`src/seed_defs.svh`:
```
`ifndef SEED_DEFS_SVH
`define SEED_DEFS_SVH

// first fetch address after reset
`define SEED_RESET_PC 32'h8000_0000

// major opcodes of the four supported instructions
`define SEED_OP_IMM   7'b0010011 // addi
`define SEED_OP_REG   7'b0110011 // add
`define SEED_OP_LOAD  7'b0000011 // ld
`define SEED_OP_STORE 7'b0100011 // sd

// funct3 values that select the supported variants
`define SEED_F3_ADD   3'b000
`define SEED_F3_DWORD 3'b011

// integer register file size
`define SEED_NUM_REGS 32

`endif
```
`src/seed_pkg.sv`:
```
package seed_pkg;

    typedef logic [63:0] xlen_t;     // one data word
    typedef logic [31:0] addr_t;     // bus byte address
    typedef logic [31:0] inst_t;     // raw instruction word
    typedef logic [4:0]  reg_addr_t; // register index

    // what an instruction does once it leaves decode
    typedef logic [1:0] op_class_t;

    localparam op_class_t op_nop   = 2'd0;
    localparam op_class_t op_alu   = 2'd1;
    localparam op_class_t op_load  = 2'd2;
    localparam op_class_t op_store = 2'd3;

    // execute-stage sequencing, ex_bus waits for the data bus ack
    typedef enum logic [1:0] {
        ex_idle,
        ex_bus,
        ex_done
    } ex_state_t;

endpackage

```
`src/seed_fetch.sv`:
```
`timescale 1ns/1ps
`include "seed_defs.svh"

module seed_fetch (
    input  logic            clk,
    input  logic            rst_n,
    output logic            ibus_cyc,
    output logic            ibus_stb,
    output logic            ibus_we,
    output seed_pkg::addr_t ibus_adr,
    output seed_pkg::inst_t ibus_dat_w,
    output logic [3:0]      ibus_sel,
    input  seed_pkg::inst_t ibus_dat_r,
    input  logic            ibus_ack,
    input  logic            stall,
    output logic            inst_valid,
    output seed_pkg::inst_t inst,
    output seed_pkg::addr_t inst_pc
);
    import seed_pkg::*;

    logic  req;     // a read is outstanding on ibus
    addr_t pc;      // address of the next instruction to fetch
    logic  release_inst;

    assign release_inst = inst_valid && !stall; // decode takes the held word

    always_ff @(posedge clk or negedge rst_n) begin
        if (!rst_n) begin
            req        <= 1'b0;
            inst_valid <= 1'b0;
            pc         <= `SEED_RESET_PC;
        end else begin
            if (release_inst) begin
                inst_valid <= 1'b0;
            end
            if (req) begin
                if (ibus_ack) begin // drop the request the cycle after ack
                    req        <= 1'b0;
                    inst_valid <= 1'b1;
                    pc         <= pc + 32'd4;
                end
            end else if (!inst_valid || release_inst) begin
                req <= 1'b1; // slot is free or frees up at this edge
            end
        end
    end

    always_ff @(posedge clk) begin
        if (req && ibus_ack) begin
            inst    <= ibus_dat_r;
            inst_pc <= pc;
        end
    end

    assign ibus_cyc   = req;
    assign ibus_stb   = req;
    assign ibus_we    = 1'b0; // read-only master
    assign ibus_adr   = pc;   // pc only moves on ack, so adr stays stable
    assign ibus_dat_w = '0;
    assign ibus_sel   = 4'hf;

endmodule

```
`config.mk`:
```
export PLATFORM = sky130hd
export DESIGN_NAME = seed_fetch
export DESIGN_NICKNAME = d
export VERILOG_FILES = /design/src/seed_pkg.sv /design/src/seed_fetch.sv
export VERILOG_INCLUDE_DIRS = /design/src
export SDC_FILE = /design/constraint.sdc
export NUM_CORES = 1
export LEC_CHECK = 0
export ABC_AREA = 1
export BUFFER_PORTS_ARGS = -buffer_cell sky130_fd_sc_hd__buf_2
export CELL_PAD_IN_SITES_DETAIL_PLACEMENT = 0
export CELL_PAD_IN_SITES_GLOBAL_PLACEMENT = 1
export CORE_ASPECT_RATIO = 1.5
export CORE_UTILIZATION = 30
export CTS_CLUSTER_SIZE = 30
export DETAILED_ROUTE_END_ITERATION = 8
export PLACE_DENSITY_LB_ADDON = 0.1
export SETUP_SLACK_MARGIN = 0.3
export SYNTH_ARGS = -nofsm -noshare
export SYNTH_HDL_FRONTEND = slang
export SYNTH_SLANG_ARGS = --single-unit
```
`constraint.sdc`:
```
create_clock -name clk -period 3.6 [get_ports clk]
set_input_delay 0 -clock clk [delete_from_list [all_inputs] [get_ports clk]]
set_output_delay 0 -clock clk [all_outputs]
set_load 0.01 [all_outputs]
```
Word level (Yosys, flattened, before mapping)
Index checks and enable logic that the tools add are counted.
{"block": "word_totals", "regBits": 98, "latchBits": 0, "mem_bits_rw": 0, "romBits": 0, "inputBits": 36, "output_inout_bits": 136, "word_cells": 18, "memories": 0}
{"block": "op_classes", "add_sub_neg": 1, "mul": 0, "div": 0, "order_cmp": 0, "eq_ne": 0, "n_shift": 0, "mux": 6, "bitwise": 0, "reduce_logical": 6}
{"op": "adder 32 x 3 -> 32 bit, second input constant", "n": 1}
{"op": "two-way mux 1 bit", "n": 6}
{"op": "logical AND 1 bit", "n": 2}
{"op": "logical NOT 1 bit", "n": 2}
{"op": "AND reduction 2 bit", "n": 1}
{"op": "logical OR 1 bit", "n": 1}

Logic depth before layout (Yosys ltp)
Gate-level depths: netlist of run 1.
{"block": "logic_depth", "word_depth": 5, "depth_mapped": 9, "ltp_nobuf": 9}

Worst setup path after synthesis of run 1
No wires, ideal clock.
{"block": "synth_path", "path_kind": "register to register", "start": "register req, in the netlist ibus_cyc", "end": "register pc[7], in the netlist ibus_adr[7]", "arrival_time_ns": 1.859, "t_required_ns": 3.471, "slack_ns": 1.611, "path_stages_with_launch": 6, "period_less_slack_ns": 1.989, "path_cell_list": "dfrtp_1 nand2_2 clkinv_2 nand2_2 nor2_1 xor2_1"}
{"block": "synth_between", "elab_chain_cells": 1}
{"element": "start, declared", "line": "seed_fetch.sv:22", "rtl": "logic req;"}
{"element": "start signal, assigned", "line": "seed_fetch.sv:30", "rtl": "req <= 1'b0;"}
{"element": "start signal, assigned", "line": "seed_fetch.sv:39", "rtl": "req <= 1'b0;"}
{"element": "start signal, assigned", "line": "seed_fetch.sv:44", "rtl": "req <= 1'b1;"}
{"element": "AND reduction 2 bit (no line)"}
{"element": "end signal, assigned", "line": "seed_fetch.sv:32", "rtl": "pc <= `SEED_RESET_PC;"}
{"element": "end signal, assigned", "line": "seed_fetch.sv:41", "rtl": "pc <= pc + 32'd4;"}
{"element": "end, declared", "line": "seed_fetch.sv:23", "rtl": "addr_t pc;"}
No other way between the ends.
A chain may end at the register's enable or synchronous reset.

Worst setup path in the final report of run 1
{"block": "layout_path", "start": "register req, in the netlist ibus_cyc", "end": "register inst[2], enable pin"}
{"block": "layout_between", "elab_chain_cells": 1}
{"element": "logical AND 1 bit", "line": "seed_fetch.sv:50", "rtl": "if (req && ibus_ack) begin"}
{"element": "end signal, assigned", "line": "seed_fetch.sv:51", "rtl": "inst <= ibus_dat_r;"}
{"element": "end, declared", "line": "seed_fetch.sv:17", "rtl": "output seed_pkg::inst_t inst,"}
No other way between the ends.

==> out/summary.md, run 1 <==
The flow ran to the end, and the final reports show no timing, DRC or antenna violations. Power spread over the standard cell area amounts to 524.2 mW/mm^2. Summing internal, switching and leakage power gives 2.750 mW. The commonest cells after synthesis are 64 x sky130_fd_sc_hd__nand2_1, 62 x sky130_fd_sc_hd__edfxtp_1, 42 x sky130_fd_sc_hd__buf_4.

Setup repair after global routing left no endpoint under its margin. For this run, the leading register cell type out of synthesis is sky130_fd_sc_hd__edfxtp_1. Across every metal layer, demand over resource in global routing totals 12.75%. The detailed router placed 2,635 vias in this run. The initial antenna violation count was 0; the height of the chip was 142.2 um. Data on the critical path is required at its endpoint by 3.66 ns.

The cell count after synthesis came out at 310. The filler cells instantiated in the layout total 1,247. Largest buffer count on any clock path: 2.

The first routing iteration left 64 violations. Counting every sink on the clock net gives 94. In the routed design, unresolved DRC markers number 0. Endpoint class of the critical path: a flop. For the first-pass GRT wire length, the log shows 12,700 um.

The number of global-route vias before repair is 2,478, and the buffer count from post-CTS setup fixing is 0. Summed over all nets, the switching power comes to 0.7403 mW. In this run the horizontal extent of the chip is 95.45 um.

Summing all multi-input logic gate instances after layout gives 0.001017 sq mm. The later pin in the worst-skew pair is clocked with a latency of 0.34 ns. For the count of final hold-check violations, the log shows 0. During synthesis, Yosys emitted a total of 0 warnings. The final critical delay including setup and external delays works out to 2.075 ns. The tools report the sequential-to-total area share from yosys stat as 67.78%.

The run gives 31.10% as the starting density of the core. The repair_antennas step left the layout with diodes totalling 0. The leakage power figure is 2.411 nW. The final-layout worst hold slack is 0.03439 ns, and the flip-flop and latch count after synthesis is 94. Counting flops with a built-in enable in the synthesized netlist gives 62. Most instantiated library cell after synthesis: sky130_fd_sc_hd__nand2_1. Relative to the synthesized area, the layout overhead comes to 33.49%. Measured against its own limit, the worst slew margin works out to 47.24%. The maximum operating frequency is 0.4818 GHz.

The area enclosed by the die boundary came out at 0.01357 sq mm. CTS placed an instance of sky130_fd_sc_hd__clkbuf_16 at the clock tree root. In the final design database the tool counted 520 nets. The first detailed-routing pass took 4 iterations.

Sequential cells burn 50.4% of the power. The setup-violating endpoint count in the final report is 0, and the data arrival at the endpoint of the critical path is 2.14 ns. The share of flip-flops with an asynchronous set or reset is 34.04%. Cell internal power was estimated by the tool at 2.010 mW. The count of distinct cell types in the synthesized netlist is 24, and the ratio of final minimum period to clock period is 57.65%. The floorplan has 50 rows. The average instance area after synthesis was 12.68 sq um; the share of post-route cells with drive strength above 1 was 35.04%. Dividing the detail-routed wire length by the instance count gives 13.36 um. The transition time of the tightest slew-check pin is 0.7905 ns, and the total of buffers placed on input and output ports is 130.

The total overflow left after global routing is 0. Yosys attributes the largest share of cell area to sky130_fd_sc_hd__edfxtp_1 47%, sky130_fd_sc_hd__dfrtp_1 20%, sky130_fd_sc_hd__buf_4 8.0%, sky130_fd_sc_hd__nand2_1 6.1%, sky130_fd_sc_hd__xor2_1 2.9%. After clock tree synthesis, the clock-pin slew on the worst setup and hold paths is 0.06 ns.

Once detail routing completed, the nets flagged for antenna violations numbered 0. The H-tree was split into 3 levels. Summed over all failing endpoints, the final setup total negative slack is 0 ns. The tools report the largest net degree at the start of global routing as 46. The cell taking the most area after synthesis was sky130_fd_sc_hd__edfxtp_1. The switching power as a share of total power works out to 26.92%. The final layout contains routed wiring with a total length of 8607 um. In this run the worst hold path is classified as in2reg. TritonCTS built the clock tree. Combinational logic is responsible for 15.4% of the overall power. The worst-case IR drop observed on VDD is 0.0001993 V. After synthesis, the largest area contributor takes up 47.37% of total cell area. Post-detailed-placement half-perimeter wirelength: 6227 um. The count of pins over their slew limit was 0. During I/O placement, the number of pins put on the boundary was 172. The share of total power dissipated in the clock network is 34.2%. The number of buffers created by CTS is 9, and the final weighted congestion of routability-driven global placement is 0.7498. The critical path is of the reg2reg type.

The core area is 0.01264 sq mm. The area occupied by registers is 0.002664 sq mm. In this run the worst path has a maximum fanout of 45. The cell area that synthesis handed to floorplanning was 0.003930 sq mm.

Max-capacitance violation count: 0. The startpoint kind of the worst setup timing path is a flop. The ratio of routed vias to standard cells is 4.092, and the final setup skew is 0.009942 ns. The worst setup slack for register-to-register paths came out at 1.52 ns.
area by class of cell:
class                           instances  area share [%]
Sequential cell                        94           50.78
Clock inverter                          6           1.192
Tap cell                              156           3.720
Clock buffer                           10           4.364
Inverter                               21           1.526
Timing Repair Buffer                  165           19.03
Multi-Input combinational cell        192           19.39
metal layers:
layer  wire [um]  track usage [%]  up-vias
met5           0                0        -
met4         106            4.713        0
met3         630            3.632        9
met2        4557            22.93      110
met1        3313            13.91     1227
li1            -                -     1289
cells by family after synthesis:
kind of cell / Yosys count / share of synthesized area, %
xor gates and xnor gates: 19 / 4.425
other: 2 / 0.1911
buffers and inverters: 63 / 10.06
and+or+nand+nor: 131 / 17.22
adders and majority gates: 1 / 0.3183
DFF: 94 / 67.78
worst max-delay path, stage by stage, from the launching register on:
cell and delay [ns]:
sky130_fd_sc_hd__dfrtp_1 0.41, sky130_fd_sc_hd__nand2_2 0.20, sky130_fd_sc_hd__clkinv_2 0.66, sky130_fd_sc_hd__buf_4 0.51
state kept, by name, indices dropped and copies added, names as in the netlist:
name and cells:
inst 32, ibus_adr 30, inst_pc 30, ibus_cyc 1
inst_valid 1
cell usage in the layout (no fill, tap or decap), drive strengths merged:
cell type / instances
bufinv: 1
dfstp: 1
clkinv: 3
buf: 131
edfxtp: 62
clkinvlp: 2
nand3: 17
nor3: 3
nand2: 68
nand3b: 5
xor2: 14
nor2: 32
inv: 21
conb: 41
dlygate4sd3: 34
xnor2: 5
nand4: 6
clkbuf: 10
ha: 1
dfrtp: 31
final timing paths:
check | from | to | depth (start not counted)
min reg2reg | ibus_adr[31]$_DFFE_PN1P_ | ibus_adr[31]$_DFFE_PN1P_ | 2
max in group asynchronous | rst_n | ibus_adr[2]$_DFFE_PN0P_ | 2
min | ibus_ack | inst_valid$_DFF_PN0_ | 3
max reg2reg | ibus_cyc$_DFF_PN0_ | inst[2]$_DFFE_PP_ | 3
min in group asynchronous | rst_n | ibus_adr[18]$_DFFE_PN0P_ | 2
max | ibus_cyc$_DFF_PN0_ | inst[2]$_DFFE_PP_ | 3
power groups by stage:
stage	Combinational, mW	Clock [mW]	Sequential (mW)
final	0.424	0.940	1.39
after global routing	0.471	1.01	1.41
after CTS	0.433	0.967	1.39
after detailed placement	0.405	0	1.41
after global placement	0.402	0	1.41
after floorplan	0.185	0	1.47
timing repair:
| item | in CTS | in global routing |
|---|---|---|
| hold buffers | 34 | 0 |
| endpoints found under the hold margin | 65 | 0 |
| resized for setup | 0 | 0 |
| endpoints found under the setup margin | 0 | 0 |
stage by stage:
stage          setup slack [ns]  utilization, %  cells  instance area, sq um
2_1_floorplan             1.611               -    349                  4076
3_3_place_gp              1.522           36.51    594                  4614
3_5_place_dp              1.470           36.51    594                  4614
4_1_cts                   1.469           41.51    644                  5246
5_1_grt                   1.329           41.51    644                  5246
6_report                  1.525           41.51    644                  5246
Note: power is estimated with default switching activity, not from simulation.
==> inputs of run 2 (changes only) <==
--- a/config.mk
+++ b/config.mk
@@ -6,7 +6,7 @@
 export SDC_FILE = /design/constraint.sdc
 export NUM_CORES = 1
 export LEC_CHECK = 0
-export ABC_AREA = 1
+export ABC_AREA = 0
 export BUFFER_PORTS_ARGS = -buffer_cell sky130_fd_sc_hd__buf_2
 export CELL_PAD_IN_SITES_DETAIL_PLACEMENT = 0
 export CELL_PAD_IN_SITES_GLOBAL_PLACEMENT = 1
==> constraint.sdc (replaced) <==
create_clock -name clk -period 2 [get_ports clk]
set_input_delay 0 -clock clk [delete_from_list [all_inputs] [get_ports clk]]
set_output_delay 0 -clock clk [all_outputs]
set_load 0.01 [all_outputs]
==> run 2 against run 1 <==
Effect of this change:
- global-route usage fell by 0.74 points
- power rose by 74%
- routed wire length fell by 13%
- flip-flop and latch count did not move
- via count fell by 13%
- largest cell class unchanged
- highest routed layer unchanged
==> out/summary.md, run 2 <==
The maximum fanout along the worst path was 15; the total negative slack for setup checks was 0 ns. Ratio of final minimum period to clock period: 74.78%. The initial antenna violation count is 0. The logs give 0 for the number of antenna repair diodes and 0 for the buffer count from post-CTS setup fixing. After detailed routing, the average wire length per cell comes to 13.44 um. The detailed router placed 2,283 vias in this run. The core area is 0.01159 sq mm. Ranked by total cell area, the synthesized netlist is headed by sky130_fd_sc_hd__edfxtp_1 52%, sky130_fd_sc_hd__dfrtp_1 21%, sky130_fd_sc_hd__buf_4 8.7%, sky130_fd_sc_hd__xnor2_1 6.6%, sky130_fd_sc_hd__nand4_1 2.8%. For this run, the number of Yosys warnings is 0. Data arrives at the worst endpoint at 1.72 ns.

After detailed routing, the number of vias per cell comes to 4.091. For the count of final hold-check violations, the log shows 0. In this run the horizontal extent of the chip is 91.55 um. The largest net degree at the start of global routing was 40. The top cell type by area accounts for 51.60% of the synthesized area. For the power consumption, the log shows 4.792 mW.

The library cell used most frequently in the layout, excluding fill and tap cells, is sky130_fd_sc_hd__buf_2. Once layout is done, the placed cells without fillers occupy 0.004987 sq mm. The count of pins over their slew limit is 0, and the maximum operating frequency is 0.6687 GHz. Cell taking the most area after synthesis: sky130_fd_sc_hd__edfxtp_1. The share of flip-flops with an asynchronous set or reset was 34.04%; the TritonCTS sink count was 94. The count of routing violations after the opening detailed-route iteration was 59; the area enclosed by the die boundary was 0.01248 sq mm. The finished layout holds 558 standard cells, fillers aside. In this run, synthesis produced a sequential element count of 94.

The total cell area at the placement stage was 0.004310 sq mm. For this run, the post-layout net count is 440. The setup-violating endpoint count in the final report was 0.

Maximum VDD drop: 0.0003605 V. After detailed routing, the number of remaining DRC violations is 0. The H-tree was split into 3 levels. A synthesized cell averages 15.83 sq um. Startpoint kind of the worst setup timing path: a flop. The run gives 0.5044 ns as the smallest setup slack after layout.

The clock passes through at most 2 buffers. The clock reaches the later pin of the worst-skew pair after 0.34 ns. Count of distinct cell types in the synthesized netlist: 25. Global routing finished with a remaining overflow of 0. Clock-pin slew was measured on the worst setup and hold paths at 0.06 ns. The cell total after placement was 506; the share of post-route cells with drive strength above 1 was 39.22%. Between clock sinks in the finished design, the worst skew comes to 0.008443 ns.

The most instantiated library cell after synthesis is sky130_fd_sc_hd__edfxtp_1. At the pin with the least slew margin, the transition time is 0.7393 ns. Counting the buffers created by CTS gives 9. The tools report the endpoint class of the critical path as a flop. The area growth from synthesis to layout is 38.21%. The post-detailed-placement half-perimeter wirelength was 4946 um. For the worst setup path, the data required time is 2.23 ns. In this run the count of I/O pins placed on the die edge is 172. Headroom to the max-slew limit: 50.71%. The most used flip-flop cell after synthesis is sky130_fd_sc_hd__edfxtp_1.

Final critical delay including setup and external delays: 1.496 ns. The final weighted congestion of routability-driven global placement is 0.7037. For the total length of routed wires, the log shows 7499 um. Ranked by instance count, the synthesized netlist is headed by 62 x sky130_fd_sc_hd__edfxtp_1, 42 x sky130_fd_sc_hd__buf_4, 31 x sky130_fd_sc_hd__dfrtp_1. The initial utilization of the core area, before any placement, comes to 31.13%. Setup repair after global routing left no endpoint under its margin. Synthesis produced 228 cells. The register with the most flip-flops in the layout has 32 of them. The total of buffers placed on input and output ports was 130; the total routing resource utilization after global routing was 12.00%. The tools report the max-capacitance violation count as 0. The count of standard-cell rows is 48, and the total power per unit cell area is 960.8 mW/mm^2. In the final layout, flip-flops and latches occupy 0.002665 sq mm. Summing every instance area after synthesis gives 0.003608 sq mm. The tree is rooted in a sky130_fd_sc_hd__clkbuf_16. In the layout the commonest cells are 130 x sky130_fd_sc_hd__buf_2, 62 x sky130_fd_sc_hd__edfxtp_1, 41 x sky130_fd_sc_hd__conb_1. The number of global-route vias before repair was 2,162; the layout filler cell count was 1,110. In this run the remaining antenna-violating nets after routing total 0.

TritonCTS built the clock tree. Yosys mapped a number of flops with a built-in enable equal to 62. Sequential cells were found to cover 73.82% of the synthesized design area. The die is 136.3 um tall.

The run gives 43.03% as the utilization after layout. Summed over all cells, the static leakage comes to 2.234 nW. The first-pass GRT wire length came out at 11,250 um.

In this run the worst hold path is classified as in2async. The register with the most flip-flops is inst. The tightest hold path in the finished design has a slack of 0.2711 ns.

Critical path start-end classification: reg2reg. The logs give 4 for the number of iterations in the first detailed-routing pass and 0.2552 ns for the placement-stage worst setup slack. The run finished with clean final reports. For the combined area of the multi-input logic cells, the log shows 740.7 sq um.
-- run 2: power by group --
| group | total, mW | switching (mW) | internal [mW] |
|---|---|---|---|
| Combinational | 0.592 | 0.320 | 0.272 |
| Sequential | 2.42 | 0.128 | 2.29 |
| Clock | 1.78 | 0.695 | 1.09 |
-- run 2: critical path: stages (launching register included) --
cell and delay (ns):
sky130_fd_sc_hd__dfrtp_1 0.47, sky130_fd_sc_hd__and4_4 0.28, sky130_fd_sc_hd__and4_4 0.34, sky130_fd_sc_hd__nand4_1 0.14, sky130_fd_sc_hd__xnor2_1 0.14
-- run 2: logic make-up (layout without fill, tap and decap cells) --
group | count (synthesis) | count (layout) | synth area share (%)
flops | 94 | 94 | 73.82
mux | 1 | 1 | 0.3120
simple gates | 51 | 51 | 8.044
other cells | 2 | 41 | 0.2081
fa+ha+maj | 1 | 1 | 0.3467
compound gates | 1 | 1 | 0.1386
xor+xnor | 29 | 29 | 7.039
buf+inv | 49 | 190 | 10.09
-- run 2: area by class of cell --
cell class | instances | area share (%)
Sequential cell | 94 | 53.44
Timing Repair Buffer | 172 | 21.42
Multi-Input combinational cell | 124 | 14.85
Clock buffer | 9 | 4.516
Tap cell | 150 | 3.763
Clock inverter | 7 | 1.781
Inverter | 2 | 0.2258
-- run 2: timing repair --
item | in CTS | in global routing
resized for setup | 1 | 1
cloned | 0 | 0
endpoints found under the setup margin | 15 | 4
hold buffers | 36 | 0
endpoints found under the hold margin | 66 | 0
-- run 2: per-layer routing --
layer	track usage (%)	wire (um)
met1	14.34	3183
met2	19.30	3629
met3	4.139	567
met4	5.820	118
met5	0	0
-- run 2: worst paths after layout --
kind / cells past startpoint / slack [ns] / end / from
setup / recovery: 4 / 0.50 / ibus_adr[23]$_DFFE_PN0P_ / ibus_adr[9]$_DFFE_PN0P_
hold / removal: 2 / 0.27 / inst_valid$_DFF_PN0_ / rst_n
setup reg to reg: 4 / 0.50 / ibus_adr[23]$_DFFE_PN0P_ / ibus_adr[9]$_DFFE_PN0P_
hold reg to reg: 1 / 0.51 / ibus_adr[31]$_DFFE_PN1P_ / ibus_adr[31]$_DFFE_PN1P_
max in group asynchronous: 2 / 1.22 / ibus_cyc$_DFF_PN0_ / rst_n
min in group clk: 2 / 0.37 / inst[14]$_DFFE_PP_ / ibus_dat_r[14]
==> inputs of run 3 (changes only) <==
--- a/config.mk
+++ b/config.mk
@@ -6,7 +6,7 @@
 export SDC_FILE = /design/constraint.sdc
 export NUM_CORES = 1
 export LEC_CHECK = 0
-export ABC_AREA = 0
+export ABC_AREA = 1
 export BUFFER_PORTS_ARGS = -buffer_cell sky130_fd_sc_hd__buf_2
 export CELL_PAD_IN_SITES_DETAIL_PLACEMENT = 0
 export CELL_PAD_IN_SITES_GLOBAL_PLACEMENT = 1
==> constraint.sdc (replaced) <==
create_clock -name clk -period 1.3 [get_ports clk]
set_input_delay 0 -clock clk [delete_from_list [all_inputs] [get_ports clk]]
set_output_delay 0 -clock clk [all_outputs]
set_load 0.01 [all_outputs]
==> run 3 against run 2 <==
Effect of this change:
- the flow now finishes with violations (setup timing)
- largest cell class unchanged
- sequential share of layout area decreased by 15 points
- sequential power rose by 60%
- critical path depth up 3
==> out/summary.md, run 3 (same netlist as run 1, synthesis figures left out) <==
The flow ran to the end, but the final reports show violations. The final reports fail on setup timing. Count of routing violations after the opening detailed-route iteration: 54. STA classifies the critical path endpoint as a flop. After floorplanning, the core was divided into 50 placement rows. The number of global-route vias before repair came out at 3,059. For the final routed database, the setup TNS stands at -0.9402 ns. The logs give -0.1042 ns for the smallest setup slack after layout and 2 for the largest buffer count on any clock path. The total length of routed wires is 10,680 um.

STA classifies the critical path startpoint as a flop. The logs give 0.0007551 V for the maximum VDD drop and 9 for the number of buffers created by CTS. The first-pass GRT wire length was 15,840 um; the wire length per cell after detailed routing was 14.49 um. In the layout the commonest cells are 105 x sky130_fd_sc_hd__buf_2, 62 x sky130_fd_sc_hd__edfxtp_1, 62 x sky130_fd_sc_hd__buf_6. For the maximum level of the CTS H-tree, the log shows 3. The first TritonRoute pass finished after 4 iterations. The kind of path behind the tightest hold check is in2async. The wire-length estimate of the detail-placed layout is 7029 um. Once the floorplan was initialized, standard cells occupied 31.10% of the core.

The leakage power figure was 3.151 nW; the setup-violating endpoint count in the final report was 19. The root buffer cell chosen for the clock tree is sky130_fd_sc_hd__clkbuf_16. The logs give 0 for the count of final hold-check violations and 0.002680 sq mm for the area occupied by registers. Summing over every cut layer, the via total after detailed routing is 3,063. In the routed layout, each cell is associated on average with a via count of 4.156. Global routing used 15.88% of the available tracks across all layers. The number of antenna diodes in the final layout is 0. The max-capacitance violation count is 0, and the clock insertion delay at the later pin of the skew report is 0.34 ns.

Setup repair after global routing could not meet its margin everywhere. The area enclosed by the die boundary is 0.01357 sq mm, and the final cell count without fillers is 737. The library cell used most frequently in the layout, excluding fill and tap cells, is sky130_fd_sc_hd__buf_2. Counting flops per register, the top entry is inst. The number of nets with antenna violations after detailed routing is 0.

Worst endpoint required time: 1.53 ns. During I/O placement, the number of pins put on the boundary was 172. CTS saw 94 sinks. The logs give 0 for the initial antenna violation count and 0 for the final routed DRC violation total.

Entering global routing, the biggest net connects 17 pins. In this run the tool buffered the top-level ports with 130 buffer cells. The tightest hold path in the finished design has a slack of 0.1052 ns.

The die extent in x was 95.45 um; the layout filler cell count was 1,091. The share of post-route cells with drive strength above 1 is 53.70%. In this run the worst path has a maximum fanout of 4. The core region is 0.01264 sq mm. The net count of the finished layout is 613, and the final critical delay including setup and external delays is 1.404 ns. Power spread over the standard cell area amounts to 1393 mW/mm^2. At the end of routability-driven placement, the weighted congestion stood at 0.7662. Across the routed clock network, the largest skew measured is 0.006345 ns.

The number of flip-flops under the largest register name is 32, and the combined area of the multi-input logic cells is 0.001235 sq mm. TritonCTS built the clock tree. The logs give 0 for the sum of overflow across all layers after global routing and 0.7122 GHz for the maximum operating frequency.

The critical path start-end classification is reg2reg. The layout overhead on the synthesized area works out to 76.79%. The height of the chip was 142.2 um; the data arrival at the endpoint of the critical path was 1.63 ns.

After layout, the worst path uses 108.0% of the clock period. The clock slew seen by the registers of the worst setup and hold paths is 0.07 ns, and the cell total after placement is 632. The tools report the count of pins over their slew limit as 0.
-- run 3: changes by cell type in the layout (fill, tap and decap cells not counted), sizes merged, moves of 3 or more --
cell | before | now
xnor2 | 27 | 5
inv | 1 | 22
nand2 | 7 | 68
and3 | 6 | 0
buf | 136 | 222
xor2 | 2 | 14
nand4 | 16 | 6
nor2 | 4 | 32
nand3b | 0 | 5
and4 | 3 | 0
nand3 | 12 | 17
-- run 3: timing repair --
action,in CTS,in global routing
cloned,11,0
hold buffers,34,0
setup endpoints to repair,112,123
buffers inserted,35,9
gates resized for setup,78,40
pin swaps,17,12
endpoints found under the hold margin,66,0
-- run 3: final timing paths --
check,start,to,slack [ns],depth (start not counted)
max reg2reg,ibus_adr[2]$_DFFE_PN0P_,ibus_adr[17]$_DFFE_PN0P_,-0.10,7
max,ibus_adr[2]$_DFFE_PN0P_,ibus_adr[17]$_DFFE_PN0P_,-0.10,7
min in group clk,ibus_ack,ibus_adr[2]$_DFFE_PN0P_,0.20,4
min,rst_n,ibus_adr[13]$_DFFE_PN0P_,0.11,2
max in group asynchronous,rst_n,ibus_adr[3]$_DFFE_PN0P_,0.72,3
min reg2reg,ibus_adr[10]$_DFFE_PN0P_,ibus_adr[10]$_DFFE_PN0P_,0.52,1
-- run 3: layout make-up --
| type | instances | share of cell area (%) |
|---|---|---|
| Sequential cell | 94 | 38.57 |
| Timing Repair Buffer | 256 | 33.57 |
| Multi-Input combinational cell | 192 | 17.77 |
| Clock buffer | 10 | 3.440 |
| Tap cell | 156 | 2.809 |
| Clock inverter | 6 | 1.657 |
| Inverter | 21 | 1.513 |
| Timing Repair inverter | 2 | 0.6663 |
-- run 3: power by group --
part / switching (mW) / internal, mW
Combinational: 1.18 / 1.52
Clock: 1.16 / 1.95
Sequential: 0.230 / 3.65
-- run 3: per-stage QoR --
| step | area (sq um) | total power [mW] | util (%) | setup WS, ns |
|---|---|---|---|---|
| after floorplan | 4205 | 4.699 | - | -0.07467 |
| final | 6948 | 9.681 | 54.98 | -0.1042 |
| after global placement | 5066 | 5.366 | 40.09 | -0.08246 |
| after global routing | 6948 | 10.09 | 54.98 | -0.1940 |
| after CTS | 6724 | 9.614 | 53.21 | -0.09409 |
| after detailed placement | 5066 | 5.408 | 40.09 | -0.1222 |
-- run 3: layer usage --
layer | global-route usage, % | part of all wire, %
met1 | 16.39 | 36
met4 | 5.420 | 1.5
met3 | 3.632 | 5.8
met2 | 30.45 | 57
met5 | 0 | 0
-- run 3: worst max-delay path, stage by stage (launching register included) --
cell	delay, ns
sky130_fd_sc_hd__dfrtp_1	0.41
sky130_fd_sc_hd__inv_1	0.10
sky130_fd_sc_hd__nor2_4	0.19
sky130_fd_sc_hd__buf_12	0.14
sky130_fd_sc_hd__nand2_8	0.05
sky130_fd_sc_hd__nor2_4	0.18
sky130_fd_sc_hd__nand2_2	0.09
sky130_fd_sc_hd__xnor2_2	0.13
